<file path="config.mk">
export PLATFORM = sky130hd
export DESIGN_NAME = instrDecode
export DESIGN_NICKNAME = d
export VERILOG_FILES = /design/src/hdl/execPkg.sv /design/src/hdl/instrDecode.sv
export VERILOG_INCLUDE_DIRS = /design/src /design/src/hdl
export SDC_FILE = /design/constraint.sdc
export NUM_CORES = 1
export LEC_CHECK = 0
export ABC_AREA = 1
export BUFFER_PORTS_ARGS = -buffer_cell sky130_fd_sc_hd__buf_2
export CAP_MARGIN = 20
export CORE_AREA = 2 2 39 41
export DETAILED_ROUTE_END_ITERATION = 6
export DIE_AREA = 0 0 41 43
export GPL_TIMING_DRIVEN = 0
export PLACE_DENSITY = 0.54
export SLEW_MARGIN = 0
export SYNTH_ARGS = -nofsm -noshare
export SYNTH_HDL_FRONTEND = slang
export SYNTH_SLANG_ARGS = --single-unit
</file>
<file path="constraint.sdc">
create_clock -name vclk -period 1.6
set_clock_uncertainty 0.15 [all_clocks]
set_input_delay 0.32 -clock vclk [all_inputs]
set_output_delay 0.32 -clock vclk [all_outputs]
set_load 0.02 [all_outputs]
</file>
<file path="src/hdl/exec_consts.svh">
`ifndef EXEC_CONSTS_SVH
`define EXEC_CONSTS_SVH

// Datapath word width
`define EXEC_DATA_W 32

// Register file address width
`define EXEC_REG_W 5

// Width of the Tnew count carried down the pipe
`define EXEC_TNEW_W 2

// Busy cycles after a multiply is issued
`define EXEC_MULT_CYCLES 5

// Busy cycles after a divide is issued
`define EXEC_DIV_CYCLES 10

`endif

</file>
<file path="src/hdl/execPkg.sv">
`default_nettype none

`include "exec_consts.svh"

package execPkg;

    // Instructions seen by the execute stage
    typedef enum logic [5:0] {
        OP_NOP, OP_ADD, OP_ADDU, OP_SUB, OP_SUBU,
        OP_AND, OP_OR, OP_XOR, OP_NOR,
        OP_SLT, OP_SLTU,
        OP_SLL, OP_SRL, OP_SRA, OP_SLLV, OP_SRLV, OP_SRAV,
        OP_ADDI, OP_ADDIU, OP_ANDI, OP_ORI, OP_XORI,
        OP_SLTI, OP_SLTIU, OP_LUI,
        OP_LW, OP_SW,
        OP_MULT, OP_MULTU, OP_DIV, OP_DIVU,
        OP_MFHI, OP_MFLO, OP_MTHI, OP_MTLO,
        OP_JAL
    } opcodeT;

    typedef enum logic [3:0] {
        ALU_ZERO, ALU_ADD, ALU_SUB, ALU_AND, ALU_OR, ALU_XOR, ALU_NOR,
        ALU_SLT, ALU_SLTU, ALU_SLL, ALU_SRL, ALU_SRA, ALU_LUI
    } aluOpT;

    // Coarse grouping used for result selection
    typedef enum logic [2:0] {
        IC_CALC_R, IC_CALC_I, IC_MEM_READ, IC_MEM_WRITE, IC_MULDIV, IC_OTHER
    } instrClassT;

    // Decoded instruction from the ID/EX register
    typedef struct packed {
        opcodeT                     opcode;
        logic [`EXEC_DATA_W-1:0]    pc;
        logic [`EXEC_DATA_W-1:0]    dataRs;
        logic [`EXEC_DATA_W-1:0]    dataRt;
        logic [15:0]                imm16;
        logic [4:0]                 shamt;
        logic [`EXEC_REG_W-1:0]     addrRs;
        logic [`EXEC_REG_W-1:0]     addrRt;
        logic [`EXEC_REG_W-1:0]     regWriteAddr;
        logic [`EXEC_DATA_W-1:0]    regWriteData;
        logic [`EXEC_TNEW_W-1:0]    tnew;
    } exInputT;

    // Write-back value of a later stage
    typedef struct packed {
        logic [`EXEC_REG_W-1:0]     regAddr;
        logic [`EXEC_DATA_W-1:0]    regData;
    } fwdPortT;

    // Contents of the EX/MEM register
    typedef struct packed {
        opcodeT                     opcode;
        logic [`EXEC_DATA_W-1:0]    pc;
        logic [`EXEC_DATA_W-1:0]    result;
        logic [`EXEC_DATA_W-1:0]    memWriteData;
        logic [`EXEC_REG_W-1:0]     addrRt;
        logic [`EXEC_REG_W-1:0]     regWriteAddr;
        logic [`EXEC_DATA_W-1:0]    regWriteData;
        logic [`EXEC_TNEW_W-1:0]    tnew;
    } exOutputT;

endpackage

`default_nettype wire

</file>
<file path="src/hdl/instrDecode.sv">
`timescale 1ns/1ps
`default_nettype none

module instrDecode (
    input  execPkg::opcodeT     opcode,
    output execPkg::instrClassT instrClass,
    output execPkg::aluOpT      aluOp,
    output logic                signExtend,
    output logic                useImm,
    output logic                useShamt
);

    always_comb begin
        case (opcode)
            execPkg::OP_ADD, execPkg::OP_ADDU, execPkg::OP_SUB, execPkg::OP_SUBU,
            execPkg::OP_AND, execPkg::OP_OR, execPkg::OP_XOR, execPkg::OP_NOR,
            execPkg::OP_SLT, execPkg::OP_SLTU,
            execPkg::OP_SLL, execPkg::OP_SRL, execPkg::OP_SRA,
            execPkg::OP_SLLV, execPkg::OP_SRLV, execPkg::OP_SRAV:
                instrClass = execPkg::IC_CALC_R;
            execPkg::OP_ADDI, execPkg::OP_ADDIU, execPkg::OP_ANDI, execPkg::OP_ORI,
            execPkg::OP_XORI, execPkg::OP_SLTI, execPkg::OP_SLTIU, execPkg::OP_LUI:
                instrClass = execPkg::IC_CALC_I;
            execPkg::OP_LW:
                instrClass = execPkg::IC_MEM_READ;
            execPkg::OP_SW:
                instrClass = execPkg::IC_MEM_WRITE;
            execPkg::OP_MULT, execPkg::OP_MULTU, execPkg::OP_DIV, execPkg::OP_DIVU,
            execPkg::OP_MFHI, execPkg::OP_MFLO, execPkg::OP_MTHI, execPkg::OP_MTLO:
                instrClass = execPkg::IC_MULDIV;
            default:
                instrClass = execPkg::IC_OTHER;
        endcase
    end

    // Loads and stores compute their address with an add
    always_comb begin
        case (opcode)
            execPkg::OP_ADD, execPkg::OP_ADDU, execPkg::OP_ADDI, execPkg::OP_ADDIU,
            execPkg::OP_LW, execPkg::OP_SW:
                aluOp = execPkg::ALU_ADD;
            execPkg::OP_SUB, execPkg::OP_SUBU:    aluOp = execPkg::ALU_SUB;
            execPkg::OP_AND, execPkg::OP_ANDI:    aluOp = execPkg::ALU_AND;
            execPkg::OP_OR, execPkg::OP_ORI:      aluOp = execPkg::ALU_OR;
            execPkg::OP_XOR, execPkg::OP_XORI:    aluOp = execPkg::ALU_XOR;
            execPkg::OP_NOR:                      aluOp = execPkg::ALU_NOR;
            execPkg::OP_SLT, execPkg::OP_SLTI:    aluOp = execPkg::ALU_SLT;
            execPkg::OP_SLTU, execPkg::OP_SLTIU:  aluOp = execPkg::ALU_SLTU;
            execPkg::OP_SLL, execPkg::OP_SLLV:    aluOp = execPkg::ALU_SLL;
            execPkg::OP_SRL, execPkg::OP_SRLV:    aluOp = execPkg::ALU_SRL;
            execPkg::OP_SRA, execPkg::OP_SRAV:    aluOp = execPkg::ALU_SRA;
            execPkg::OP_LUI:                      aluOp = execPkg::ALU_LUI;
            default:                              aluOp = execPkg::ALU_ZERO;
        endcase
    end

    // Logical immediates are zero extended
    assign signExtend = !(opcode == execPkg::OP_ANDI || opcode == execPkg::OP_ORI ||
                          opcode == execPkg::OP_XORI || opcode == execPkg::OP_LUI);

    assign useImm = (instrClass == execPkg::IC_CALC_I) ||
                    (instrClass == execPkg::IC_MEM_READ) ||
                    (instrClass == execPkg::IC_MEM_WRITE);

    // Only the fixed shifts take the amount from shamt
    assign useShamt = (opcode == execPkg::OP_SLL) || (opcode == execPkg::OP_SRL) ||
                      (opcode == execPkg::OP_SRA);

endmodule

`default_nettype wire

</file>
# Word-level counts from Yosys, hierarchy flattened
# Memories as Yosys holds them, arrays and structs flattened.
# Cells that the tools add are included.
classes:
  multipliers: 0
  mux: 1
  n_bitwise: 0
  order_cmp: 0
  reduce_logical: 8
  addsub: 0
  n_div: 0
  shifts: 0
  n_eq_ne: 10
op_table:
  columns: ["op", "n"]
  rows:
  - ["6-bit by 5-bit == test with 1-bit output (second input constant)", 4]
  - ["6-bit by 4-bit == test with 1-bit output (second input constant)", 3]
  - ["1-bit logical OR", 7]
  - ["3-bit by 2-bit == test with 1-bit output (second input constant)", 2]
  - ["4-bit two-way mux", 1]
  - ["3-bit by 1-bit == test with 1-bit output (second input constant)", 1]
  - ["1-bit logical NOT", 1]
word_totals:
  latch_bits: 0
  ff_bits: 0
  ramBits: 0
  mem_count: 2
  output_inout_bits: 10
  in_bits: 6
  wordCells: 21
  mem_bits_ro: 320
mem_list:
  columns: ["name", "depth", "width", "read_ports", "rd_ports_with_merged_regs", "write_ports", "line_no", "source"]
  rows:
  - ["(name not given)", 64, 3, 1, 0, 0, "instrDecode.sv:14", "case (opcode)"]
  - ["(name not given)", 32, 4, 1, 0, 0, "instrDecode.sv:38", "case (opcode)"]

# Depth between registers and ports, before layout
depth:
  depth_word: 5
  mapped_depth: 9
  ltp_nobuf: 9

# Worst setup path after synthesis
# OpenSTA, ideal clock, no wires.
synth_path:
  path_type: "input port to output port"
  start: "input port opcode[0]"
  end: "output port aluOp[1]"
  stages: 5
  slack_ps: -242
  t_arrival_ps: 1372
  path_buffers: 0
  required_ps: 1130
  path_cell_list: "inv_1 ha_1 inv_1 nor2_1 o31ai_1"
synth_via:
  elab_chain_len: 2
synth_lines:
  columns: ["element", "line_no", "source"]
  rows:
  - ["from (decl)", "instrDecode.sv:5", "input execPkg::opcodeT opcode,"]
  - ["memory 32 x 4 bit", null, null]
  - ["4-bit two-way mux", "instrDecode.sv:38", null]
  - ["to (decl)", "instrDecode.sv:7", "output execPkg::aluOpT aluOp,"]
# No other way between the ends.

# Final worst setup path
layout_path:
  start: "input port opcode[0]"
  end: "output port useImm"
layout_via:
  elab_chain_len: 4
  word_cells_on_any_way: 6
  cone_classes: "eq/ne: 3; reduce/logical: 2; memory: 1"
layout_lines:
  columns: ["element", "line_no", "source"]
  rows:
  - ["memory 64 x 3 bit (*)", null, null]
  - ["3-bit by 1-bit == test with 1-bit output / 3-bit by 2-bit == test with 1-bit output (equally long branches)", "instrDecode.sv:61, instrDecode.sv:62", null]
  - ["1-bit logical OR", "instrDecode.sv:61", "assign useImm = (instrClass == execPkg::IC_CALC_I) ||"]
  - ["1-bit logical OR (*)", "instrDecode.sv:62", "(instrClass == execPkg::IC_MEM_READ) ||"]
  - ["to (decl)", "instrDecode.sv:9", "output logic useImm,"]
# Every way passes the cells marked *; elsewhere a longest branch is shown, timed or not.

==> metrics.txt <==
total power density per cell area just over 300 nW/µm²; Diodes inserted 0; overall overflow remaining after global route 0; number of nets in the synthesized netlist 78; Detail Placement HPWL slightly above 800 µm; switching power of the nets 0.129 mW; clock buffer count in the final layout 0; Total Wirelength 1360 µm; post-synthesis sequential area ratio 0%; setup-violating endpoint count in the final report 7; Final WS setup -0.113 ns; post-place setup slack -0.363 ns; commonest non-fill, non-tap cells in the layout buf_4 (16), nand2_1 (14), nor2_4 (5), a21oi_2 (5), buf_6 (5); delay-heaviest family, CP simple AND/OR/NAND/NOR gates; number of I/O port buffers 16; Final Hold Slack 0.867 ns; unrepaired setup endpoints after global routing yes; slowest stage delay, CP 0.16 ns; count of cell types in the netlist 17; standard-cell rows 14; mapped cell area approximately 350 µm²; combined flip-flop and latch cell area 0 µm²; average via count per standard cell about 5.0; synth-to-layout area growth 119%; Clock power frac 0%; Hold/Removal Path Class primary input to output pin; Mean Syn Cell Area 5.21 µm²; final net count around 110; Core Area 1380 µm²; proportion of layout cells with a drive suffix above 1 67.0%; CP most frequent cell nand2_1; slew at the pin closest to its max-slew limit 0.212 ns; final hold violations 0; sequential fraction of design power 0%; final critical-path required period 1.71 ns; IO Count 16; Critical Path Sink Type output pin; die height 43 µm; DIE AREA roughly 1800 µm²; data arrival time of the critical path 1.24 ns; Cells after Synth 67; Design Power 0.236 mW; global router's overall resource usage 15.5%; cell chain of the critical path buf_12 -> inv_8 -> ha_4 -> nand2_4 -> nand2_2 -> nand2_1 -> nand2_1 -> nand2_1 -> nand2_2 -> a21oi_4 -> buf_6; destination of the worst hold path aluOp[2]; Peak VDD IR 112 µV; Max-Slew Margin vs Limit ~86%; Max Clk Rate 0.584 GHz; first-pass detailed-route iteration total 4; critical path start-end classification primary input to output pin; part of the power in combinational logic 100.0%; kind of start point of the critical path primary input; data required time at the worst endpoint 1.13 ns; Placed Instances 99; maximum number of pins on one net before global-route repair 9; total vias in the final route 554; count of maximum capacitance violations 0; result of the run finished, violations left; global-route wire length before repair 2020 µm; violations in the final reports negative setup slack; most common cell after layout, fill and taps aside buf_4; hold_sp opcode[5]; final instance area 766 µm²; critical-path cell with the highest stage delay ha_4; number of DRC violations after detailed-routing iteration 0 6; number of sequential cells 0; Hold Path Depth 3; vias in the first global route between 400 and 500; number of antenna violations at the first check in global routing 0; Routed wire per std cell ~12 µm; Yosys warning total 0; Final Max Tran Viols 0; fin crit share 107%; Die Span X between 40 and 50 µm; detailed-route DRC error count 0; Critical path buffers and inverters 3; critical-path maximum fanout 4; switching share of total power a little over half; Antenna Nets Post-Route 0; starting density of the core 25.2%; placer congestion estimate 0.729; cell area reported after detailed placement just under 500 µm²; cell-internal power 0.106 mW; static leakage power 0.354 nW; non-filler cells, final 110
## cells in the mapped netlist
| cell type | number | area, µm² |
|---|---|---|
| a21oi_1 | 5 | 25.0 |
| o211ai_1 | 1 | 7.51 |
| clkinv_1 | 1 | 3.75 |
| o31ai_1 | 1 | 7.51 |
| inv_1 | 6 | 22.5 |
| nand2_1 | 18 | 67.6 |
| nor2_2 | 4 | 25.0 |
| nor3_1 | 3 | 15.0 |
| nand3_1 | 1 | 5.00 |
| ha_1 | 5 | 62.6 |
| nand4_1 | 1 | 6.26 |
| nand2_2 | 1 | 6.26 |
| nor2_1 | 6 | 22.5 |
| inv_2 | 4 | 15.0 |
| a21oi_2 | 2 | 17.5 |
| o21ai_1 | 3 | 15.0 |
| o21ai_0 | 5 | 25.0 |
## tightest hold or removal path: stages
cell	delay [ns]
buf_2	0.19
a21oi_2	0.04
buf_4	0.15
## final cells by class
type | instances | area (µm²)
Timing Repair Buffer | 27 | 239
Fill cell | 140 | 618
Multi-Input combinational cell | 56 | 438
Inverter | 11 | 68.8
Tap cell | 16 | 20.0
## power groups by stage
stage          Combinational [mW]  Clock (mW)  Sequential [mW]
2_1_floorplan               0.101           0                0
3_5_place_dp                0.147           0                0
6_report                    0.236           0                0
4_1_cts                     0.213           0                0
5_1_grt                     0.256           0                0
3_3_place_gp                0.147           0                0
## cell families (layout without fill, tap and decap cells)
family | after synthesis | after routing | synth area share [%]
adder cells (fa/ha/maj) | 5 | 5 | 17.9
buffers and inverters | 11 | 38 | 11.8
AND/OR/NAND/NOR | 34 | 34 | 42.3
AO/OA/AOI/OAI | 17 | 17 | 28.0
## metrics by stage
step	TNS [ns]	util [%]
2_1_floorplan	-0.0875	-
3_3_place_gp	-1.79	35.7
3_5_place_dp	-1.79	35.7
4_1_cts	-0.370	51.3
5_1_grt	-0.935	55.3
6_report	-0.400	55.3
## how the worst max path moves through the flow
stage              start      to  cells past startpoint
2_1_floorplan  opcode[0]  useImm                      8
3_3_place_gp   opcode[0]  useImm                     10
3_5_place_dp   opcode[0]  useImm                     10
4_1_cts        opcode[0]  useImm                     11
5_1_grt        opcode[0]  useImm                     11
6_report       opcode[0]  useImm                     11
## what timing repair did
action / 4_1_cts / 5_1_grt
setup endpoints to repair: 10 / 10
pin swaps: 9 / 5
buffers inserted: 10 / 1
gates resized for setup: 45 / 16
hold buffers: 0 / 0
## layer usage
| metal | track usage, % | vias to the layer above | share of wire [%] |
|---|---|---|---|
| li1 | - | 276 | - |
| met1 | 18.4 | 261 | 37 |
| met2 | 29.7 | 15 | 57 |
| met3 | 1.05 | 2 | 4.8 |
| met4 | 0 | 0 | 1.3 |
| met5 | 0 | - | 0 |
Power figures use the tool's default switching activity.
