--- config.mk ---
export PLATFORM = sky130hd
export DESIGN_NAME = alu
export DESIGN_NICKNAME = d
export VERILOG_FILES = /design/src/hdl/execPkg.sv /design/src/hdl/alu.sv
export VERILOG_INCLUDE_DIRS = /design/src /design/src/hdl
export SDC_FILE = /design/constraint.sdc
export NUM_CORES = 1
export LEC_CHECK = 0
export ABC_CLOCK_PERIOD_IN_PS = 14910
export BUFFER_PORTS_ARGS = -buffer_cell sky130_fd_sc_hd__buf_2
export CAP_MARGIN = 10
export CELL_PAD_IN_SITES_DETAIL_PLACEMENT = 1
export CELL_PAD_IN_SITES_GLOBAL_PLACEMENT = 1
export CORE_MARGIN = 2
export CORE_UTILIZATION = 45
export DETAILED_ROUTE_END_ITERATION = 12
export PLACE_DENSITY_LB_ADDON = 0.05
export SLEW_MARGIN = 25
export SYNTH_ARGS = -nofsm -noshare
export SYNTH_HDL_FRONTEND = slang
export SYNTH_SLANG_ARGS = --single-unit
--- constraint.sdc ---
create_clock -name vclk -period 14.91
set_input_delay 2.2365 -clock vclk [all_inputs]
set_output_delay 2.2365 -clock vclk [all_outputs]
set_load 0.05 [all_outputs]
--- src/hdl/exec_consts.svh ---
`ifndef EXEC_CONSTS_SVH
`define EXEC_CONSTS_SVH

// Datapath word width
`define EXEC_DATA_W 32

// Register file address width
`define EXEC_REG_W 5

// Width of the Tnew count carried down the pipe
`define EXEC_TNEW_W 2

// Busy cycles after a multiply is issued
`define EXEC_MULT_CYCLES 5

// Busy cycles after a divide is issued
`define EXEC_DIV_CYCLES 10

`endif

--- src/hdl/execPkg.sv ---
`default_nettype none

`include "exec_consts.svh"

package execPkg;

    // Instructions seen by the execute stage
    typedef enum logic [5:0] {
        OP_NOP, OP_ADD, OP_ADDU, OP_SUB, OP_SUBU,
        OP_AND, OP_OR, OP_XOR, OP_NOR,
        OP_SLT, OP_SLTU,
        OP_SLL, OP_SRL, OP_SRA, OP_SLLV, OP_SRLV, OP_SRAV,
        OP_ADDI, OP_ADDIU, OP_ANDI, OP_ORI, OP_XORI,
        OP_SLTI, OP_SLTIU, OP_LUI,
        OP_LW, OP_SW,
        OP_MULT, OP_MULTU, OP_DIV, OP_DIVU,
        OP_MFHI, OP_MFLO, OP_MTHI, OP_MTLO,
        OP_JAL
    } opcodeT;

    typedef enum logic [3:0] {
        ALU_ZERO, ALU_ADD, ALU_SUB, ALU_AND, ALU_OR, ALU_XOR, ALU_NOR,
        ALU_SLT, ALU_SLTU, ALU_SLL, ALU_SRL, ALU_SRA, ALU_LUI
    } aluOpT;

    // Coarse grouping used for result selection
    typedef enum logic [2:0] {
        IC_CALC_R, IC_CALC_I, IC_MEM_READ, IC_MEM_WRITE, IC_MULDIV, IC_OTHER
    } instrClassT;

    // Decoded instruction from the ID/EX register
    typedef struct packed {
        opcodeT                     opcode;
        logic [`EXEC_DATA_W-1:0]    pc;
        logic [`EXEC_DATA_W-1:0]    dataRs;
        logic [`EXEC_DATA_W-1:0]    dataRt;
        logic [15:0]                imm16;
        logic [4:0]                 shamt;
        logic [`EXEC_REG_W-1:0]     addrRs;
        logic [`EXEC_REG_W-1:0]     addrRt;
        logic [`EXEC_REG_W-1:0]     regWriteAddr;
        logic [`EXEC_DATA_W-1:0]    regWriteData;
        logic [`EXEC_TNEW_W-1:0]    tnew;
    } exInputT;

    // Write-back value of a later stage
    typedef struct packed {
        logic [`EXEC_REG_W-1:0]     regAddr;
        logic [`EXEC_DATA_W-1:0]    regData;
    } fwdPortT;

    // Contents of the EX/MEM register
    typedef struct packed {
        opcodeT                     opcode;
        logic [`EXEC_DATA_W-1:0]    pc;
        logic [`EXEC_DATA_W-1:0]    result;
        logic [`EXEC_DATA_W-1:0]    memWriteData;
        logic [`EXEC_REG_W-1:0]     addrRt;
        logic [`EXEC_REG_W-1:0]     regWriteAddr;
        logic [`EXEC_DATA_W-1:0]    regWriteData;
        logic [`EXEC_TNEW_W-1:0]    tnew;
    } exOutputT;

endpackage

`default_nettype wire

--- src/hdl/alu.sv ---
`timescale 1ns/1ps
`default_nettype none

`include "exec_consts.svh"

module alu (
    input  execPkg::aluOpT              aluOp,
    input  logic                        signExtend,
    input  logic                        useImm,
    input  logic                        useShamt,
    input  logic [`EXEC_DATA_W-1:0]     rsVal,
    input  logic [`EXEC_DATA_W-1:0]     rtVal,
    input  logic [15:0]                 imm16,
    input  logic [4:0]                  shamt,
    output logic [`EXEC_DATA_W-1:0]     aluOut
);

    logic [`EXEC_DATA_W-1:0] extImm;
    logic [`EXEC_DATA_W-1:0] opA;
    logic [`EXEC_DATA_W-1:0] opB;

    assign extImm = signExtend ? {{(`EXEC_DATA_W-16){imm16[15]}}, imm16}
                               : {{(`EXEC_DATA_W-16){1'b0}}, imm16};

    // Fixed shifts take their amount from shamt, variable shifts from rs
    assign opA = useShamt ? {{(`EXEC_DATA_W-5){1'b0}}, shamt} : rsVal;
    assign opB = useImm ? extImm : rtVal;

    always_comb begin
        case (aluOp)
            execPkg::ALU_ADD:  aluOut = opA + opB;
            execPkg::ALU_SUB:  aluOut = opA - opB;
            execPkg::ALU_AND:  aluOut = opA & opB;
            execPkg::ALU_OR:   aluOut = opA | opB;
            execPkg::ALU_XOR:  aluOut = opA ^ opB;
            execPkg::ALU_NOR:  aluOut = ~(opA | opB);
            execPkg::ALU_SLT:
                aluOut = {{(`EXEC_DATA_W-1){1'b0}}, ($signed(opA) < $signed(opB))};
            execPkg::ALU_SLTU:
                aluOut = {{(`EXEC_DATA_W-1){1'b0}}, (opA < opB)};
            // Shifts move b by a
            execPkg::ALU_SLL:  aluOut = opB << opA[4:0];
            execPkg::ALU_SRL:  aluOut = opB >> opA[4:0];
            execPkg::ALU_SRA:  aluOut = $signed(opB) >>> opA[4:0];
            execPkg::ALU_LUI:  aluOut = {opB[15:0], 16'b0};
            default:           aluOut = '0;
        endcase
    end

endmodule

`default_nettype wire

Yosys cells after proc, flatten, opt, wreduce, memory -nomap -nowiden. Cells that the tools add are included.

Logic and storage cells: 27. Bits in latches: 0. Register bits after elaboration: 0. Output and inout port bits: 32. Input port bits: 92. ROM bits: 0. Bits in writable memories: 0. Memories kept: 0.

Div/mod/pow operators: 0. Eq/ne operators: 12. Mux-type cells: 4. Reduce and logical (&&, ||, !) cells: 0. Magnitude comparators: 2. Shifts and indexed selects: 3. Add/subtract/negate cells: 2. Bitwise operators: 4. $mul: 0.

Operator list (count): $pmux W32 S12 (1); $mux W32 (3); $lt A32 B32 Y1 (2); $add A32 B32 Y32 (1); $and A32 B32 Y32 (1); $not A32 Y32 (1); $or A32 B32 Y32 (1); $shl A32 B5 Y32 (1); $shr A32 B5 Y32 (1); $sshr A32 B5 Y32 (1); $sub A32 B32 Y32 (1); $xor A32 B32 Y32 (1); $eq A4 B4 Y1 const B (5); $eq A4 B3 Y1 const B (4); $eq A4 B2 Y1 const B (2); $eq A4 B1 Y1 const B (1).

Depth between registers and ports, before layout. Gate-level depths: netlist (run 1).

Word-level depth: 5. Gate-level depth with buffers: 19. Depth with buffers taken out: 14.

Least setup slack after synthesis (run 1). OpenSTA, ideal clock, no wires.

Kind: input port to output port. Start point: input useShamt. End point: output aluOut[13]. Arrival: 7.323 ns. Stages: 18. Setup slack: 5.351 ns. Cell sequence: buf_4 > buf_4 > mux2i_1 > clkbuf_1 > clkbuf_1 > buf_1 > clkbuf_1 > ha_1 > buf_2 > nor3b_1 > a2111oi_2 > o211a_1 > or4b_1 > a31o_1 > a21boi_0 > nor2_1 > xnor2_1 > o21ai_0.

Word-level cells in the longest chain between the ends: 4.

Ends and longest elaborated chain: start: declaration (RTL line alu.sv:10) `input logic useShamt,`; $mux W32 (*) (RTL line alu.sv:26) `` assign opA = useShamt ? {{(`EXEC_DATA_W-5){1'b0}}, shamt} : rsVal; ``; branches (longest 2 deep; another with $sub A32 B32 Y32); $pmux W32 S12 (*) (RTL line alu.sv:30) `case (aluOp)`; end: declaration (RTL line alu.sv:15) `` output logic [`EXEC_DATA_W-1:0] aluOut ``.

Mark *: on every way between the ends.

Worst setup path in the final report (run 1).
Start point: input useShamt. End point: output aluOut[30].

The elaborated chain is that of the path after synthesis.

==> impl_metrics.yaml, run 1 <==
synthesis:
  synth_nets: 1770
  netlist_area_um2: 10300
  yosys_warnings: 0
  synth_cells: 1587
  syn_area_per_cell_um2: 6.49
  seq_area_frac_synth_pct: 0
  yosysUniqueCellTypes: 96
sta:
  slew_violations: 0
  setup_viol: 0
  period_minus_slack_ps: 9600
  layout_setup_ws_ps: 5310
  timing.setup.tns_ps: 0
  max_freq_mhz: 104
  hold_viol: 0
  worst_slew_pin_slew_ps: 942
  rsz0062_at_grt: "no"
  finalCritPeriodShare_pct: 64.4
  slew_headroom_pct: 35.6
grt:
  met2_usage_pct: 65.8
  grt_overflow: 0
  grt_pass1_wl_um: 81300
  grt.met1_usage_pct: 58.9
  grt_pass1_vias: 13100
  antenna_found_initial: 0
  track_usage_pct: 43.5
  met3_usage_pct: 5.74
  grt_max_degree: 56
  grt.busiest_layer: "met2"
placed_design:
  place_ws_ps: 5190
  dpl.cell_count: 1908
  port_buffers: 124
  place_area_um2: 11100
  place_congestion: 1.07
  hpwl_um: 41900
drt:
  drt-total-wl_um: 54600
  drc: 0
  drt_pre_antenna_iters: 6
  antenna_left: 0
  via_count: 13800
  drt_iter0_markers: 1708
  wl_per_cell_um: 28.6
  avgViaCountPerCell: 7.23
finish:
  area_delta_synth_final_pct: 7.42
  drive_above_1_share_pct: 14.4
  fin_cells: 1909
  multi_input_area_um2: 9450
  num-nets-final: 1808
  seq_area_um2: 0
  final.fill_count: 3067
  n_clock_buffer: 0
  seq_cells: 0
  final_area_um2: 11100
floorplanning:
  die_h_um: 155
  dieArea_um2: 24100
  ios: 124
  core_area_um2: 22600
  die_w_um: 155
  start_util_pct: 45.7
  rows: 55
setup_path:
  worstPathArrival_ps: 7370
  cp_slowest_stage_delay_ps: 770
  crit_path_end_kind: "output port"
  cp_data_required_time_ps: 12670
  crit_buf_inv: 6
  crit_type: "in -> out"
  cp_top_family: "compound AO/OA/AOI/OAI gates"
  slowest_stage: "a2111oi_1"
  crit_path_max_fanout: 43
  cp_cell_sequence: "buf_2 -> buf_4 -> mux2i_4 -> buf_4 -> inv_4 -> ha_1 -> inv_1 -> fa_1 -> nand2b_1 -> a2111oi_1 -> o311ai_1 -> nand4b_1 -> a31oi_1 -> o21ai_1 -> a221oi_2 -> mux2i_1 -> or4_1 -> buf_2"
  cp-start-kind: "input pin"
outcome:
  status: "completed"
job:
  maxCapViolations: 0
clock_tree:
  hold_buffers: 0
  ctsResizeCount: 0
  postCtsSetupBuffers: 0
min_path:
  hp-class: "in -> out"
[cell type report]
cell class	count	area share (%)
Tap cell	285	3.22
Timing Repair Buffer	158	7.91
Inverter	102	3.48
Antenna cell	1	0.0226
Multi-Input combinational cell	1363	85.4
[worst paths after layout]
check | start | cells past startpoint | endpoint | slack [ps]
hold / removal | aluOp[3] | 4 | aluOut[2] | 5350
setup / recovery | useShamt | 18 | aluOut[30] | 5310
[logic make-up after synthesis]
logic type	count (synthesis)	synth area share (%)
buffers and inverters	224	9.03
AOI/OAI and AO/OA	598	39.8
xor gates and xnor gates	38	3.23
muxes	113	12.2
adders and majority gates	91	11.2
and+or+nand+nor	523	24.6
[metal layers]
metal | up-vias | share of wire [%]
met4 | 0 | 7.3
li1 | 6039 | -
met3 | 181 | 10
met5 | - | 0
met1 | 6639 | 41
met2 | 934 | 42
[stage by stage]
stage / utilization (%) / hold WS (ps)
5_1_grt: 49.0 / 5350
3_5_place_dp: 49.0 / 5300
3_3_place_gp: 49.0 / 5290
4_1_cts: 49.0 / 5310
2_1_floorplan: - / 5110
6_report: 49.0 / 5350
[cell usage in the layout (no fill, tap or decap), types with 15 or more instances in the layout]
cell | netlist | layout
nor4_1 | 16 | 16
a21oi_1 | 140 | 140
nand2_1 | 132 | 132
xnor2_1 | 16 | 16
a211oi_1 | 38 | 38
buf_2 | 22 | 124
inv_1 | 94 | 94
a221oi_1 | 20 | 20
o21ai_0 | 105 | 105
nor3_1 | 44 | 43
a22oi_1 | 24 | 24
nor2_1 | 146 | 146
mux2i_1 | 88 | 86
nand2b_1 | 29 | 29
buf_4 | 4 | 34
a31oi_1 | 19 | 19
ha_1 | 89 | 89
o22ai_1 | 33 | 33
xor2_1 | 22 | 22
o211ai_1 | 30 | 30
nand3_1 | 39 | 39
or2_2 | 15 | 15
nor2b_1 | 38 | 38
[Yosys cell counts (10+ instances only)]
cell        n  area [um2]
o22ai_1    33         206
nor2b_1    38         238
nor4_1     16         100
o21ai_0   105         526
or2_2      15        93.8
a211o_1    14         123
a22oi_1    24         180
a222oi_1   11         110
xnor2_1    16         140
a21o_1     14         105
o211ai_1   30         225
nand2_1   132         495
o21bai_1   11        82.6
a211oi_1   38         285
xor2_1     22         193
mux2i_1    88         881
clkbuf_1   79         297
nand4_1    10        62.6
o21a_1     12        90.1
buf_1      11        41.3
and3_1     10        62.6
a221oi_1   20         175
nor3_1     44         220
nor2_1    146         548
a31oi_1    19         119
nand3_1    39         195
mux2_2     14         158
o221ai_1   14         123
a21oi_1   140         701
nand2b_1   29         181
inv_1      94         353
buf_2      22         110
ha_1       89        1110
[worst min-delay path: stages]
cell and delay, ps:
buf_2 290, nor2_1 170, or3_1 130, buf_2 270
==> run 2, diff against run 1 <==
--- a/config.mk
+++ b/config.mk
@@ -6,13 +6,13 @@
 export SDC_FILE = /design/constraint.sdc
 export NUM_CORES = 1
 export LEC_CHECK = 0
-export ABC_CLOCK_PERIOD_IN_PS = 14910
+export ABC_CLOCK_PERIOD_IN_PS = 9800
 export BUFFER_PORTS_ARGS = -buffer_cell sky130_fd_sc_hd__buf_2
 export CAP_MARGIN = 10
 export CELL_PAD_IN_SITES_DETAIL_PLACEMENT = 1
 export CELL_PAD_IN_SITES_GLOBAL_PLACEMENT = 1
 export CORE_MARGIN = 2
-export CORE_UTILIZATION = 45
+export CORE_UTILIZATION = 44
 export DETAILED_ROUTE_END_ITERATION = 12
 export PLACE_DENSITY_LB_ADDON = 0.05
 export SLEW_MARGIN = 25
==> constraint.sdc (replaced) <==
create_clock -name vclk -period 9.8
set_input_delay 1.47 -clock vclk [all_inputs]
set_output_delay 1.47 -clock vclk [all_outputs]
set_load 0.05 [all_outputs]
==> impl_metrics.yaml, run 2 (synthesis results as in run 1) <==
outcome:
  status: "completed"
setup_path:
  crit_top_cell: "buf_2"
  worstPathArrival_ps: 6720
  cp_cell_sequence: "buf_2 -> mux2i_4 -> buf_4 -> ha_1 -> o21bai_1 -> a2111oi_2 -> a221oi_2 -> a41oi_1 -> a31o_1 -> a211o_1 -> o211a_2 -> a221oi_1 -> o221ai_1 -> buf_2"
  crit_type: "in -> out"
  cp-start-kind: "input pin"
  endpoint: "aluOut[23]"
  slowest_stage: "buf_2"
  cp.depth: 14
  cp_slowest_stage_delay_ps: 710
  crit_path_end_kind: "output port"
  setup.worst_path.start: "useShamt"
  cp_top_family: "compound AO/OA/AOI/OAI gates"
  cp_data_required_time_ps: 8330
  crit_path_max_fanout: 65
  crit_buf_inv: 3
grt:
  track_usage_pct: 46.1
  grt_pass1_vias: 13200
  antenna_found_initial: 4
  grt_pass1_wl_um: 85800
  grt_overflow: 0
  grt_max_degree: 66
drt:
  via_count: 14000
  drt_iter0_markers: 1905
  drc: 0
  wl_per_cell_um: 30.6
  drt_pre_antenna_iters: 8
  antenna_left: 0
  drt-total-wl_um: 59200
  avgViaCountPerCell: 7.25
sta:
  slew_violations: 0
  timing.setup.tns_ps: 0
  slew_headroom_pct: 22.8
  hold_viol: 0
  whs_ps: 3730
  setup_viol: 0
  max_freq_mhz: 122
  worst_slew_pin_slew_ps: 1130
  finalCritPeriodShare_pct: 83.6
  rsz0062_at_grt: "no"
  period_minus_slack_ps: 8190
min_path:
  hp-start: "rtVal[0]"
  hp-class: "in -> out"
floorplanning:
  rows: 56
  die_w_um: 157
  ios: 124
  dieArea_um2: 24700
  core_area_um2: 23300
  start_util_pct: 44.3
  die_h_um: 157
clock_tree:
  postCtsSetupBuffers: 0
  ctsResizeCount: 0
  hold_buffers: 0
finish:
  num-nets-final: 1801
  n_clock_buffer: 0
  fin_cells: 1935
  area_delta_synth_final_pct: 7.25
  seq_cells: 0
  drive_above_1_share_pct: 13.9
  final_common_cell: "nor2_1"
  layout_common_cells: "nor2_1 (146), a21oi_1 (140), nand2_1 (132), buf_2 (124), o21ai_0 (105)"
  n_antenna_cell: 0
  seq_area_um2: 0
  final_core_util_pct: 47.5
  final.fill_count: 3174
job:
  maxCapViolations: 0
power_and_ir_drop:
  power_leakage_uw: 0.00475
  power_density_nw_per_um2: 84.9
  ir_worst_vdd_mv: 0.0538
placed_design:
  port_buffers: 124
  place_congestion: 1.11
  hpwl_um: 46400
  dpl.cell_count: 1935
run 2: changes by cell type in the layout (fill, tap and decap cells not counted), sizes merged:
cell   change
buf        -7
diode      -1
run 2: layout make-up:
type / count / area [um2] / area share (%)
repair buffers: 151 / 823 / 7.45
well taps: 319 / 399 / 3.61
inverters: 102 / 385 / 3.49
multi-input cells: 1363 / 9450 / 85.5
run 2: worst min-delay path: cells and delay by family:
kind	cells	cell delay [ps]
AOI/OAI and AO/OA	1	110
muxes	1	230
buffers and inverters	2	340
and+or+nand+nor	1	100
run 2: per-layer routing:
| layer | vias up | routed length, um | part of all wire (%) | global-route usage (%) |
|---|---|---|---|---|
| met5 | - | 33 | 0.056 | 0 |
| met3 | 221 | 7010 | 12 | 10.9 |
| met4 | 4 | 3910 | 6.6 | 25.1 |
| li1 | 6032 | - | - | - |
| met2 | 1031 | 24700 | 42 | 69.2 |
| met1 | 6733 | 23500 | 40 | 60.8 |
run 2: stage by stage:
step	cell area (um2)	power [uW]	setup WS (ps)
floorplan	10300	618	1770
global placement	11100	886	1960
detailed placement	11100	898	1780
CTS	11100	902	1760
global route	11100	980	1310
finish	11100	939	1610
run 2: where the power goes:
group | switching [uW] | internal (uW) | leakage [uW] | total [uW]
clock | 0 | 0 | 0 | 0
combinational | 660 | 278 | 0.00475 | 939
sequential | 0 | 0 | 0 | 0
run 2: worst min-delay path by stage:
stage	endpoint	slack [ps]	depth (start not counted)
global placement	aluOut[16]	3750	5
global route	aluOut[16]	3750	5
detailed placement	aluOut[16]	3730	5
finish	aluOut[16]	3730	5
floorplan	aluOut[23]	3570	3
CTS	aluOut[16]	3730	5
Power figures use the tool's default switching activity.
