--- src/hdl/exec_consts.svh ---
`ifndef EXEC_CONSTS_SVH
`define EXEC_CONSTS_SVH

// Datapath word width
`define EXEC_DATA_W 32

// Register file address width
`define EXEC_REG_W 5

// Width of the Tnew count carried down the pipe
`define EXEC_TNEW_W 2

// Busy cycles after a multiply is issued
`define EXEC_MULT_CYCLES 5

// Busy cycles after a divide is issued
`define EXEC_DIV_CYCLES 10

`endif

--- src/hdl/execPkg.sv ---
`default_nettype none

`include "exec_consts.svh"

package execPkg;

    // Instructions seen by the execute stage
    typedef enum logic [5:0] {
        OP_NOP, OP_ADD, OP_ADDU, OP_SUB, OP_SUBU,
        OP_AND, OP_OR, OP_XOR, OP_NOR,
        OP_SLT, OP_SLTU,
        OP_SLL, OP_SRL, OP_SRA, OP_SLLV, OP_SRLV, OP_SRAV,
        OP_ADDI, OP_ADDIU, OP_ANDI, OP_ORI, OP_XORI,
        OP_SLTI, OP_SLTIU, OP_LUI,
        OP_LW, OP_SW,
        OP_MULT, OP_MULTU, OP_DIV, OP_DIVU,
        OP_MFHI, OP_MFLO, OP_MTHI, OP_MTLO,
        OP_JAL
    } opcodeT;

    typedef enum logic [3:0] {
        ALU_ZERO, ALU_ADD, ALU_SUB, ALU_AND, ALU_OR, ALU_XOR, ALU_NOR,
        ALU_SLT, ALU_SLTU, ALU_SLL, ALU_SRL, ALU_SRA, ALU_LUI
    } aluOpT;

    // Coarse grouping used for result selection
    typedef enum logic [2:0] {
        IC_CALC_R, IC_CALC_I, IC_MEM_READ, IC_MEM_WRITE, IC_MULDIV, IC_OTHER
    } instrClassT;

    // Decoded instruction from the ID/EX register
    typedef struct packed {
        opcodeT                     opcode;
        logic [`EXEC_DATA_W-1:0]    pc;
        logic [`EXEC_DATA_W-1:0]    dataRs;
        logic [`EXEC_DATA_W-1:0]    dataRt;
        logic [15:0]                imm16;
        logic [4:0]                 shamt;
        logic [`EXEC_REG_W-1:0]     addrRs;
        logic [`EXEC_REG_W-1:0]     addrRt;
        logic [`EXEC_REG_W-1:0]     regWriteAddr;
        logic [`EXEC_DATA_W-1:0]    regWriteData;
        logic [`EXEC_TNEW_W-1:0]    tnew;
    } exInputT;

    // Write-back value of a later stage
    typedef struct packed {
        logic [`EXEC_REG_W-1:0]     regAddr;
        logic [`EXEC_DATA_W-1:0]    regData;
    } fwdPortT;

    // Contents of the EX/MEM register
    typedef struct packed {
        opcodeT                     opcode;
        logic [`EXEC_DATA_W-1:0]    pc;
        logic [`EXEC_DATA_W-1:0]    result;
        logic [`EXEC_DATA_W-1:0]    memWriteData;
        logic [`EXEC_REG_W-1:0]     addrRt;
        logic [`EXEC_REG_W-1:0]     regWriteAddr;
        logic [`EXEC_DATA_W-1:0]    regWriteData;
        logic [`EXEC_TNEW_W-1:0]    tnew;
    } exOutputT;

endpackage

`default_nettype wire

--- src/hdl/forwardUnit.sv ---
`timescale 1ns/1ps
`default_nettype none

`include "exec_consts.svh"

module forwardUnit (
    input  logic [`EXEC_REG_W-1:0]      addrRs,
    input  logic [`EXEC_REG_W-1:0]      addrRt,
    input  logic [`EXEC_DATA_W-1:0]     dataRs,
    input  logic [`EXEC_DATA_W-1:0]     dataRt,
    input  execPkg::fwdPortT            fwdMem,
    input  execPkg::fwdPortT            fwdWb,
    output logic [`EXEC_DATA_W-1:0]     rsVal,
    output logic [`EXEC_DATA_W-1:0]     rtVal
);

    // MEM is younger than WB, so it is checked first; $zero never forwards
    function automatic logic [`EXEC_DATA_W-1:0] resolve(
        input logic [`EXEC_REG_W-1:0]  addr,
        input logic [`EXEC_DATA_W-1:0] regVal,
        input execPkg::fwdPortT        mem,
        input execPkg::fwdPortT        wb
    );
        logic [`EXEC_DATA_W-1:0] value;
        value = regVal;
        if (mem.regAddr == addr && mem.regAddr != '0) begin
            value = mem.regData;
        end else if (wb.regAddr == addr && wb.regAddr != '0) begin
            value = wb.regData;
        end
        return value;
    endfunction

    assign rsVal = resolve(addrRs, dataRs, fwdMem, fwdWb);
    assign rtVal = resolve(addrRt, dataRt, fwdMem, fwdWb);

endmodule

`default_nettype wire

--- config.mk ---
export PLATFORM = sky130hd
export DESIGN_NAME = forwardUnit
export DESIGN_NICKNAME = d
export VERILOG_FILES = /design/src/hdl/execPkg.sv /design/src/hdl/forwardUnit.sv
export VERILOG_INCLUDE_DIRS = /design/src /design/src/hdl
export SDC_FILE = /design/constraint.sdc
export NUM_CORES = 1
export LEC_CHECK = 0
export ABC_CLOCK_PERIOD_IN_PS = 1740
export BUFFER_PORTS_ARGS = -buffer_cell sky130_fd_sc_hd__buf_2
export CAP_MARGIN = 20
export CORE_AREA = 2 2 82 84
export DETAILED_ROUTE_END_ITERATION = 6
export DIE_AREA = 0 0 84 86
export PLACE_DENSITY = 0.87
export SKIP_LAST_GASP = 1
export SLEW_MARGIN = 20
export SYNTH_ARGS = -nofsm -noshare
export SYNTH_HDL_FRONTEND = slang
export SYNTH_SLANG_ARGS = --single-unit
export TNS_END_PERCENT = 5
--- constraint.sdc ---
create_clock -name vclk -period 1.74
set_clock_uncertainty 0.2 [all_clocks]
set_input_delay 0.174 -clock vclk [all_inputs]
set_output_delay 0.174 -clock vclk [all_outputs]
set_load 0.02 [all_outputs]
; ---- After elaboration in Yosys (flattened, before gate mapping)
; Index checks and enable logic that the tools add are counted.
[word_totals]
in_bits = 148
word_cells = 14
register_bits = 0
[classes]
reduce_logical = 6
n_mux = 4
n_eq_ne = 4
[op_table]
columns = cell, n
row1 = $mux W32, 4
row2 = $eq A5 B5 Y1, 4
row3 = $reduce_bool A5 Y1, 2
row4 = $logic_and A1 B1 Y1, 4

; ---- Logic depth before layout (Yosys ltp)
; Gate-level depths: netlist of run 1.
[depth]
word_depth = 4
ltp_mapped = 6
ltp_nobuf = 4

; ---- Worst setup path before layout of run 1
; Ideal clock, no wire load.
[synth_timing]
kind = input to output
start = in fwdWb[34] (netlist bit)
end = out rtVal[10]
setup_slack_ns = -0.329
n_path_buf = 1
cell_stages = 5
arrival_ns = 1.695
cell_sequence = or4_4 -> o211ai_4 -> buf_6 -> o21ai_0 -> a31oi_1
[synth_between]
elab_chain_cells = 4
elab_cells_between_ends = 5
[synth_rtl]
columns = item, line
row1 = "start, declared", forwardUnit.sv:12  ; input execPkg::fwdPortT fwdWb,
row2 = $eq A5 B5 Y1 or $reduce_bool A5 Y1 (tied branches), forwardUnit.sv:28  ; end else if (wb.regAddr == addr && wb.regAddr != '0) begin
row3 = $logic_and A1 B1 Y1 *, forwardUnit.sv:28
row4 = $mux W32 *, forwardUnit.sv:28
row5 = $mux W32 *, forwardUnit.sv:26  ; if (mem.regAddr == addr && mem.regAddr != '0) begin
row6 = "end, declared", forwardUnit.sv:14  ; output logic [`EXEC_DATA_W-1:0] rtVal
; Mark *: on every way between the ends. The rest lies on a longest branch, timed or not.

; ---- Worst setup path after layout of run 1
[layout_timing]
start = in fwdWb[34] (netlist bit)
end = out rsVal[31]
[layout_between]
elab_chain_cells = 4
elab_cells_between_ends = 5
[layout_rtl]
columns = item, line
row1 = $eq A5 B5 Y1 or $reduce_bool A5 Y1 (tied branches), forwardUnit.sv:28
row2 = $logic_and A1 B1 Y1 *, forwardUnit.sv:28
row3 = $mux W32 *, forwardUnit.sv:28
row4 = $mux W32 *, forwardUnit.sv:26
row5 = "end, declared", forwardUnit.sv:13  ; output logic [`EXEC_DATA_W-1:0] rsVal,
; Marks and branches as above.

==> parameters.txt, run 1 <==
Parameter                              Value

Final layout
  Core occupancy in the finished layout    68.3%
  Number of sequential cells in the layout    0
  Clk_buf instances    0
  Fraction of final layout cells with drive strength greater than 1    60.8%
  Highest-count cells in the layout ignoring fill and taps    buf_2, nor3_1, a31oi_2, buf_4, or3_1
  Syn-to-layout area delta    103%
  Number of filler cells placed in the layout    497
  Footprint of the flip-flops and latches    0 sq um
  Inserted Diodes    0
  Layout net count    727
  Most common cell after layout, fill and taps aside    buf_2
  Non-Filler Instances    654

Logic synthesis
  Warnings, synthesis    0
  Count of mapped cells out of synthesis    364
  Syn avg cell area    5.82 sq um
  Post-synth top area cell    a31oi_1
  Top post-synthesis cells by area    a31oi_1, or3_1, nor3_1
  Post-synthesis instance area    2120 sq um
  Area share of the leading cell type in the synthesized netlist    18.9%
  Simple-Gate Fraction of Synth Area    36.6%
  Portion of netlist area occupied by mux cells    0%
  Complex-gate fraction of the synthesized area    37.2%
  Synthesized Nets    512
  Portion of the post-synthesis area used by sequential elements    0%
  Main combinational cell family by area after synthesis    compound AO/OA/AOI/OAI gates
  Parity-gate share of the synthesized area counting xor and xnor cells    8.27%
  Synthesized-area fraction occupied by adder cells    0%
  Post-synthesis cell type count    18

Power
  Ratio of total power to cell area    354 nW/um^2
  Worst voltage drop across the vdd grid    0.000331 V
  Leakage power    1.77 nW

Run status
  Violations in the final reports    negative setup slack
  Run status    complete, but fails checks

Setup path
  Cell type of the slowest stage on the worst timing path    or3_1
  Startpoint class of the critical path    input port
  Cells along the critical path    buf_2 -> buf_4 -> xnor2_4 -> o211ai_4 -> buf_12 -> buf_6 -> buf_16 -> or3_1 -> a31oi_2 -> buf_2
  Worst path most repeated cell    buf_2
  Endpoint class of the critical path    output pin
  Crit path arrival time    1840 ps
  Max stage delay on crit path    360 ps
  Data required, critical path    1370 ps
  Kind of critical path    in -> out
  Maximum fanout along the worst path    15

Global route
  Number of global-route vias before repair    3,790
  Global-route wire length before repair    17,900 um
  Largest net degree at the start of global routing    60
  Antenna violations before repair    0
  Overflow after GRT    0
  Total routing usage reported by global routing    29.3%

Floorplan
  Floorplan die area    7220 sq um
  Row Count    29
  Vert. Die Dim    86 um
  Area of the placeable core    6280 sq um
  Effective utilization at floorplan    33.7%
  Width of the die    84 um
  Top-Level Pins    212

Detailed routing
  Routed WL per cell    17.6 um
  Initial DRT Pass Iterations    5
  DRC marker count from the first detailed-route iteration    385
  Routed Antenna Nets    0
  Vias    3,933
  Number of remaining DRC errors    0
  Aggregate routed wire length    11,500 um
  Vias per inst    6.01

STA
  RSZ-0062 raised after global routing    yes
  Worst hold margin    545 ps
  Endpoints failing hold    0
  Shortest clock period the worst path allows after layout    2210 ps
  Final-report setup violation count    64
  Final slew viol count    0
  Transition time at the pin with the least slew margin    396 ps
  Worst slew margin relative to its limit    73.6%
  Final worst path period share    127%
  Highest achievable clock rate    452 MHz
  Min setup slack post-route    -472 ps
  Sum of negative setup slack    -28,500 ps

Hold path
  Tightest Hold Check Type    in -> out

Place
  Sum of net half-perimeters after detailed placement    8190 um
  Number of input and output port buffers inserted    212
  Post-place setup slack    -515 ps
  RePlAce Congestion    0.928
  Cell count after placement    641

Run
  Reported max-cap violation count    0

Clocking
  Cts hold-fix bufs    0
[stage by stage]
step	power, mW	instance area (sq um)
finish	1.52	4290
global route	1.60	4290
CTS	1.45	4170
detailed placement	1.23	3780
global placement	1.20	3780
floorplan	0.732	2520
[layer usage]
metal	GRT usage [%]	wire (um)	up-vias	share of wire, %
met5	0	0	-	0
met3	3.37	1230	56	11
met2	54.3	5880	328	51
met4	9.53	406	0	3.5
li1	-	-	1800	-
met1	35.1	4000	1749	35
[where the power goes]
| part | leakage (nW) | total [mW] | internal [mW] | switching [mW] |
|---|---|---|---|---|
| Clock | 0 | 0 | 0 | 0 |
| Sequential | 0 | 0 | 0 | 0 |
| Combinational | 1.77 | 1.52 | 0.701 | 0.819 |
[kinds of logic (layout without fill, tap and decap cells)]
logic type                Yosys count  after routing
xor gates and xnor gates           20             20
AOI/OAI and AO/OA                 132            132
and+or+nand+nor                   136            136
buffers and inverters              76            289
[area by class of cell]
type	instances	area [sq um]	share of cell area (%)
timing repair buffer	257	1800	41.9
tap	77	96.3	2.25
multi-input combinational	288	2270	53.0
inverter	32	120	2.80
[what timing repair did]
item | CTS | global route
endpoints found under the setup margin | 64 | 64
buffers inserted | 7 | 0
endpoints found under the hold margin | 0 | 0
cloned | 6 | 0
pin swaps | 13 | 8
gates resized for setup | 51 | 36
[synth_stat cells, types with 2 or more instances]
master,n
a31oi_1,64
nor3_1,64
or3_1,64
o21ai_0,63
inv_1,32
xnor2_1,20
clkbuf_1,18
buf_2,12
buf_6,8
buf_4,4
nand3_1,4
clkbuf_2,2
o211ai_2,2
o211ai_4,2
or4_4,2
[critical path: cells and delay by family]
kind	cells	cell delay, ps
XOR/XNOR	1	150
buffers and inverters	6	860
AND/OR/NAND/NOR	1	360
AO/OA/AOI/OAI	2	290
[final timing paths]
path                    from   endpoint  slack, ps  cells past startpoint
setup / recovery   fwdWb[34]  rsVal[31]       -470                     10
hold / removal    dataRt[14]  rtVal[14]        540                      4
Note: power is estimated with default switching activity, not from simulation.
==> run 2: changes to the inputs <==
--- a/config.mk
+++ b/config.mk
@@ -6,13 +6,14 @@
 export SDC_FILE = /design/constraint.sdc
 export NUM_CORES = 1
 export LEC_CHECK = 0
-export ABC_CLOCK_PERIOD_IN_PS = 1740
+export ABC_CLOCK_PERIOD_IN_PS = 2500
 export BUFFER_PORTS_ARGS = -buffer_cell sky130_fd_sc_hd__buf_2
 export CAP_MARGIN = 20
-export CORE_AREA = 2 2 82 84
+export CORE_ASPECT_RATIO = 1.1
+export CORE_MARGIN = 5
+export CORE_UTILIZATION = 38
 export DETAILED_ROUTE_END_ITERATION = 6
-export DIE_AREA = 0 0 84 86
-export PLACE_DENSITY = 0.87
+export PLACE_DENSITY = 0.93
 export SKIP_LAST_GASP = 1
 export SLEW_MARGIN = 20
 export SYNTH_ARGS = -nofsm -noshare
==> constraint.sdc (replaced) <==
create_clock -name vclk -period 2.5
set_clock_uncertainty 0.2 [all_clocks]
set_input_delay 0.25 -clock vclk [all_inputs]
set_output_delay 0.25 -clock vclk [all_outputs]
set_load 0.02 [all_outputs]
==> parameters.txt, run 2 (synthesis results as in run 1) <==
Parameter                              Value

Place
  Number of input and output port buffers inserted    212 (unchanged)
  Cell count after placement    625 (-2.5%)
  Post-place setup slack    1.23 ps (+516 ps)
  Sum of net half-perimeters after detailed placement    8000 um (-2.3%)
  RePlAce Congestion    0.889 (-4.2%)

Setup path
  Endpoint class of the critical path    output pin
  Kind of critical path    in -> out
  Maximum fanout along the worst path    6 (-9)
  Crit path arrival time    2050 ps (+210 ps)
  Startpoint class of the critical path    input port
  Data required, critical path    2050 ps (+680 ps)

Final layout
  Clk_buf instances    0 (unchanged)
  Most common cell after layout, fill and taps aside    buf_2
  Fraction of final layout cells with drive strength greater than 1    44.2% (-17 points)
  Multi-input logic area    1760 sq um (-22%)
  Highest-count cells in the layout ignoring fill and taps    buf_2, or3_1, nor3_1, a31oi_1, o21ai_0
  Layout net count    707 (-2.8%)
  Non-Filler Instances    632 (-3.4%)
  Syn-to-layout area delta    57.2%
  Footprint of the flip-flops and latches    0 sq um (unchanged)
  Number of filler cells placed in the layout    514 (+3.4%)
  Inserted Diodes    0 (unchanged)
  Number of sequential cells in the layout    0 (unchanged)

Run
  Reported max-cap violation count    0 (unchanged)

Detailed routing
  Vias    3,714 (-5.6%)
  DRC marker count from the first detailed-route iteration    349 (-9.4%)
  Vias per inst    5.88 (-2.3%)
  Initial DRT Pass Iterations    5 (unchanged)
  Number of remaining DRC errors    0 (unchanged)
  Routed Antenna Nets    0 (unchanged)
  Aggregate routed wire length    10,500 um (-8.7%)
  Routed WL per cell    16.6 um (-5.5%)

Floorplan
  Top-Level Pins    212 (unchanged)
  Area of the placeable core    5400 sq um (-14%)
  Width of the die    81.2 um (-3.4%)
  Floorplan die area    7170 sq um (-0.81%)
  Effective utilization at floorplan    39.2% (+5.5 points)
  Row Count    28 (-3.4%)
  Vert. Die Dim    88.3 um (+2.7%)

Power
  Worst voltage drop across the vdd grid    0.000167 V (-50%)
  Design Power    0.810 mW (-47%)
  Leakage power    1.49 nW (-16%)
  Ratio of total power to cell area    243 nW/um^2 (-31%)

Global route
  Number of global-route vias before repair    3,445 (-9.1%)
  Total routing usage reported by global routing    26.3% (-3.0 points)
  Largest net degree at the start of global routing    65 (+8.3%)
  Global-route wire length before repair    15,900 um (-11%)
  Antenna violations before repair    0 (unchanged)
  Overflow after GRT    0 (unchanged)

STA
  Endpoints failing hold    0 (unchanged)
  Final-report setup violation count    0 (-100%)
  Highest achievable clock rate    400 MHz
  Final worst path period share    99.9%
  Final slew viol count    0 (unchanged)
  RSZ-0062 raised after global routing    yes
  Transition time at the pin with the least slew margin    376 ps (-20.1 ps)
  Shortest clock period the worst path allows after layout    2500 ps
  Min setup slack post-route    1.34 ps (+473 ps)
  Worst slew margin relative to its limit    74.9% (+1.3 points)
  Sum of negative setup slack    0 ps (+28,500 ps)

Hold path
  Tightest Hold Check Type    in -> out

Run status
  Run status    complete, no violations

Clocking
  Cts hold-fix bufs    0 (unchanged)
run 2: cell types whose count changed in the layout (fill, tap and decap cells not counted), moves of 8 or more:
cell / previous run / this run
a31oi_1: 0 / 64
buf_12: 12 / 4
or3_1: 53 / 64
a31oi_2: 63 / 0
o21ai_0: 52 / 63
or3_4: 11 / 0
buf_2: 172 / 212
buf_4: 61 / 16
run 2: final cells by class:
| class | instances | share of cell area [%] |
|---|---|---|
| inverters | 32 | 3.61 |
| multi-input cells | 288 | 53.0 |
| well taps | 75 | 2.82 |
| repair buffers | 237 | 40.6 |
run 2: worst paths after layout:
| kind | startpoint | endpoint | slack [ps] | cells after the start |
|---|---|---|---|---|
| worst max-delay path | fwdWb[34] | rtVal[3] | 1 | 7 |
| worst min-delay path | dataRt[5] | rtVal[5] | 680 | 4 |
run 2: layer usage:
layer  up-vias  part of all wire [%]  track usage [%]
met5         -                     0                0
li1       1747                     -                -
met3        34                    10             3.16
met2       277                    50             47.9
met4         0                   2.8             7.68
met1      1656                    37             32.2
run 2: worst max-delay path, stage by stage:
cell            delay (ps)
buf_2                  130
or4_4                  570
o211ai_4               330
dlymetal6s2s_1         230
o21ai_0                150
a31oi_1                200
buf_2                  190
run 2: what timing repair did:
item / in CTS / in global routing
setup endpoints to repair: 1 / 10
setup buffers: 0 / 5
hold endpoints to repair: 0 / 0
cloned: 0 / 2
pin swaps: 0 / 2
resized for setup: 1 / 4
run 2: report_power, final:
part / leakage [nW] / switching (mW) / total, mW / internal [mW]
combinational: 1.49 / 0.489 / 0.810 / 0.321
clock: 0 / 0 / 0 / 0
sequential: 0 / 0 / 0 / 0
run 2: per-stage QoR:
stage | utilization [%] | area, sq um | hold WS, ps
4_1_cts | 59.6 | 3210 | 683
5_1_grt | 61.7 | 3330 | 704
3_5_place_dp | 59.5 | 3210 | 682
2_1_floorplan | - | 2120 | 532
3_3_place_gp | 59.5 | 3210 | 675
6_report | 61.7 | 3330 | 682
==> run 3: changes to the inputs <==
--- a/config.mk
+++ b/config.mk
@@ -6,14 +6,12 @@
 export SDC_FILE = /design/constraint.sdc
 export NUM_CORES = 1
 export LEC_CHECK = 0
-export ABC_CLOCK_PERIOD_IN_PS = 2500
 export BUFFER_PORTS_ARGS = -buffer_cell sky130_fd_sc_hd__buf_2
 export CAP_MARGIN = 20
-export CORE_ASPECT_RATIO = 1.1
 export CORE_MARGIN = 5
-export CORE_UTILIZATION = 38
+export CORE_UTILIZATION = 34
 export DETAILED_ROUTE_END_ITERATION = 6
-export PLACE_DENSITY = 0.93
+export PLACE_DENSITY = 0.88
 export SKIP_LAST_GASP = 1
 export SLEW_MARGIN = 20
 export SYNTH_ARGS = -nofsm -noshare
==> constraint.sdc (replaced) <==
create_clock -name vclk -period 2.1
set_clock_uncertainty 0.2 [all_clocks]
set_input_delay 0.21 -clock vclk [all_inputs]
set_output_delay 0.21 -clock vclk [all_outputs]
set_load 0.02 [all_outputs]
==> parameters.txt, run 3 (synthesis results as in run 1) <==
Parameter                              Value

Hold path
  Worst hold path depth    4 (unchanged)
  Tightest Hold Check Type    in -> out
  Worst hold path endpoint    rsVal[12]
  Worst Min Path Start    dataRs[12]

Setup path
  Data required, critical path    1690 ps (-360 ps)
  Kind of critical path    in -> out
  Cells along the critical path    buf_6 -> or4_4 -> o211ai_4 -> buf_6 -> buf_12 -> buf_8 -> buf_6 -> o21ai_2 -> a31oi_1 -> buf_4
  Max stage delay on crit path    570 ps (about the same)
  Maximum fanout along the worst path    7 (+1)
  Worst path most repeated cell    buf_6
  Cell type of the slowest stage on the worst timing path    or4_4
  Endpoint class of the critical path    output pin
  Crit path arrival time    1930 ps (-120 ps)
  Startpoint class of the critical path    input port

Detailed routing
  Vias    3,842 (+3.4%)
  Routed WL per cell    17.7 um (+6.5%)
  Routed Antenna Nets    0 (unchanged)
  Number of remaining DRC errors    0 (unchanged)
  Vias per inst    5.97 (+1.5%)
  Initial DRT Pass Iterations    7 (+2)
  DRC marker count from the first detailed-route iteration    314 (-10%)
  Aggregate routed wire length    11,400 um (+8.5%)

Final layout
  Clk_buf instances    0 (unchanged)
  Core occupancy in the finished layout    60.7% (-1.0 points)
  Non-Filler Instances    644 (+1.9%)
  Highest-count cells in the layout ignoring fill and taps    buf_2, nor3_1, or3_1, o21ai_0, a31oi_1
  Syn-to-layout area delta    71.6%
  Fraction of final layout cells with drive strength greater than 1    47.3% (+3.1 points)
  Footprint of the flip-flops and latches    0 sq um (unchanged)
  Layout Cell Area excl Fill    3630 sq um (+9.2%)
  Number of sequential cells in the layout    0 (unchanged)
  Number of filler cells placed in the layout    553 (+7.6%)
  Most common cell after layout, fill and taps aside    buf_2
  Inserted Diodes    0 (unchanged)
  Layout net count    719 (+1.7%)

STA
  Final worst path period share    111%
  Highest achievable clock rate    427 MHz
  Shortest clock period the worst path allows after layout    2340 ps
  Transition time at the pin with the least slew margin    393 ps (+17.1 ps)
  Worst slew margin relative to its limit    73.8% (-1.1 points)
  Final slew viol count    0 (unchanged)
  Worst hold margin    599 ps (-82.9 ps)
  Final-report setup violation count    64 (+64)
  Sum of negative setup slack    -8910 ps (-8910 ps)
  Min setup slack post-route    -240 ps (-241 ps)
  Endpoints failing hold    0 (unchanged)
  RSZ-0062 raised after global routing    yes

Global route
  Total routing usage reported by global routing    24.5% (-1.8 points)
  Overflow after GRT    0 (unchanged)
  Number of global-route vias before repair    3,446 (+0.029%)
  Largest net degree at the start of global routing    40 (-38%)
  Antenna violations before repair    0 (unchanged)
  Global-route wire length before repair    16,000 um (+0.52%)

Floorplan
  Area of the placeable core    5990 sq um (+11%)
  Floorplan die area    7900 sq um (+10%)
  Vert. Die Dim    88.9 um (+0.71%)
  Effective utilization at floorplan    35.3% (-3.9 points)
  Row Count    28 (unchanged)
  Top-Level Pins    212 (unchanged)
  Width of the die    88.9 um (+9.5%)

Run status
  Run status    complete, but fails checks
  Violations in the final reports    negative setup slack

Power
  Leakage power    1.61 nW (+8.1%)
  Worst voltage drop across the vdd grid    0.000212 V (+27%)
  Ratio of total power to cell area    296 nW/um^2 (+22%)
  Design Power    1.08 mW (+33%)

Place
  Cell count after placement    635 (+1.6%)
  Post-place setup slack    -219 ps (-220 ps)
  RePlAce Congestion    0.933 (+4.9%)
  Dpl cell area    3370 sq um (+4.9%)
  Sum of net half-perimeters after detailed placement    8340 um (+4.2%)
  Number of input and output port buffers inserted    212 (unchanged)

Run
  Reported max-cap violation count    0 (unchanged)
## run 3: cell types whose count changed in the layout (fill, tap and decap cells not counted), moves of 3 or more
cell,change
buf_4,+17
buf_2,-14
a31oi_1,-7
a31oi_2,+6
buf_12,+5
o21ai_0,-5
buf_6,+4
o21ai_1,+3
## run 3: how the worst max path moves through the flow
stage	startpoint	to	slack [ps]	cells after the start
floorplan	fwdWb[34]	rtVal[13]	-40	5
global placement	fwdWb[34]	rsVal[0]	-180	7
detailed placement	fwdWb[34]	rsVal[0]	-220	7
CTS	fwdWb[34]	rsVal[0]	-220	7
global route	fwdWb[34]	rsVal[1]	-270	10
finish	fwdWb[36]	rsVal[12]	-240	10
## run 3: layout make-up
cell class	instances	area (sq um)	share of cell area, %
repair buffers	249	1570	43.1
multi-input cells	288	1850	51.0
well taps	75	93.8	2.58
inverters	32	120	3.31
## run 3: worst max-delay path, delay by kind of cell
kind | cells | cell delay, ps
AOI/OAI and AO/OA | 3 | 410
buffers and inverters | 6 | 740
and+or+nand+nor | 1 | 570
## run 3: per-layer routing
layer / track usage [%] / part of all wire, %
met1: 30.5 / 35
met5: 0 / 0
met3: 2.12 / 11
met2: 45.2 / 50
met4: 5.91 / 3.1
## run 3: repair_timing
item	4_1_cts	5_1_grt
pin swaps	2	15
endpoints found under the setup margin	64	64
resized for setup	6	34
buffers inserted	1	5
hold buffers	0	0
cloned	1	2
## run 3: where the power goes
group          switching, mW  total [mW]  internal, mW
combinational          0.620        1.08         0.456
clock                      0           0             0
sequential                 0           0             0
total                  0.620        1.08         0.456
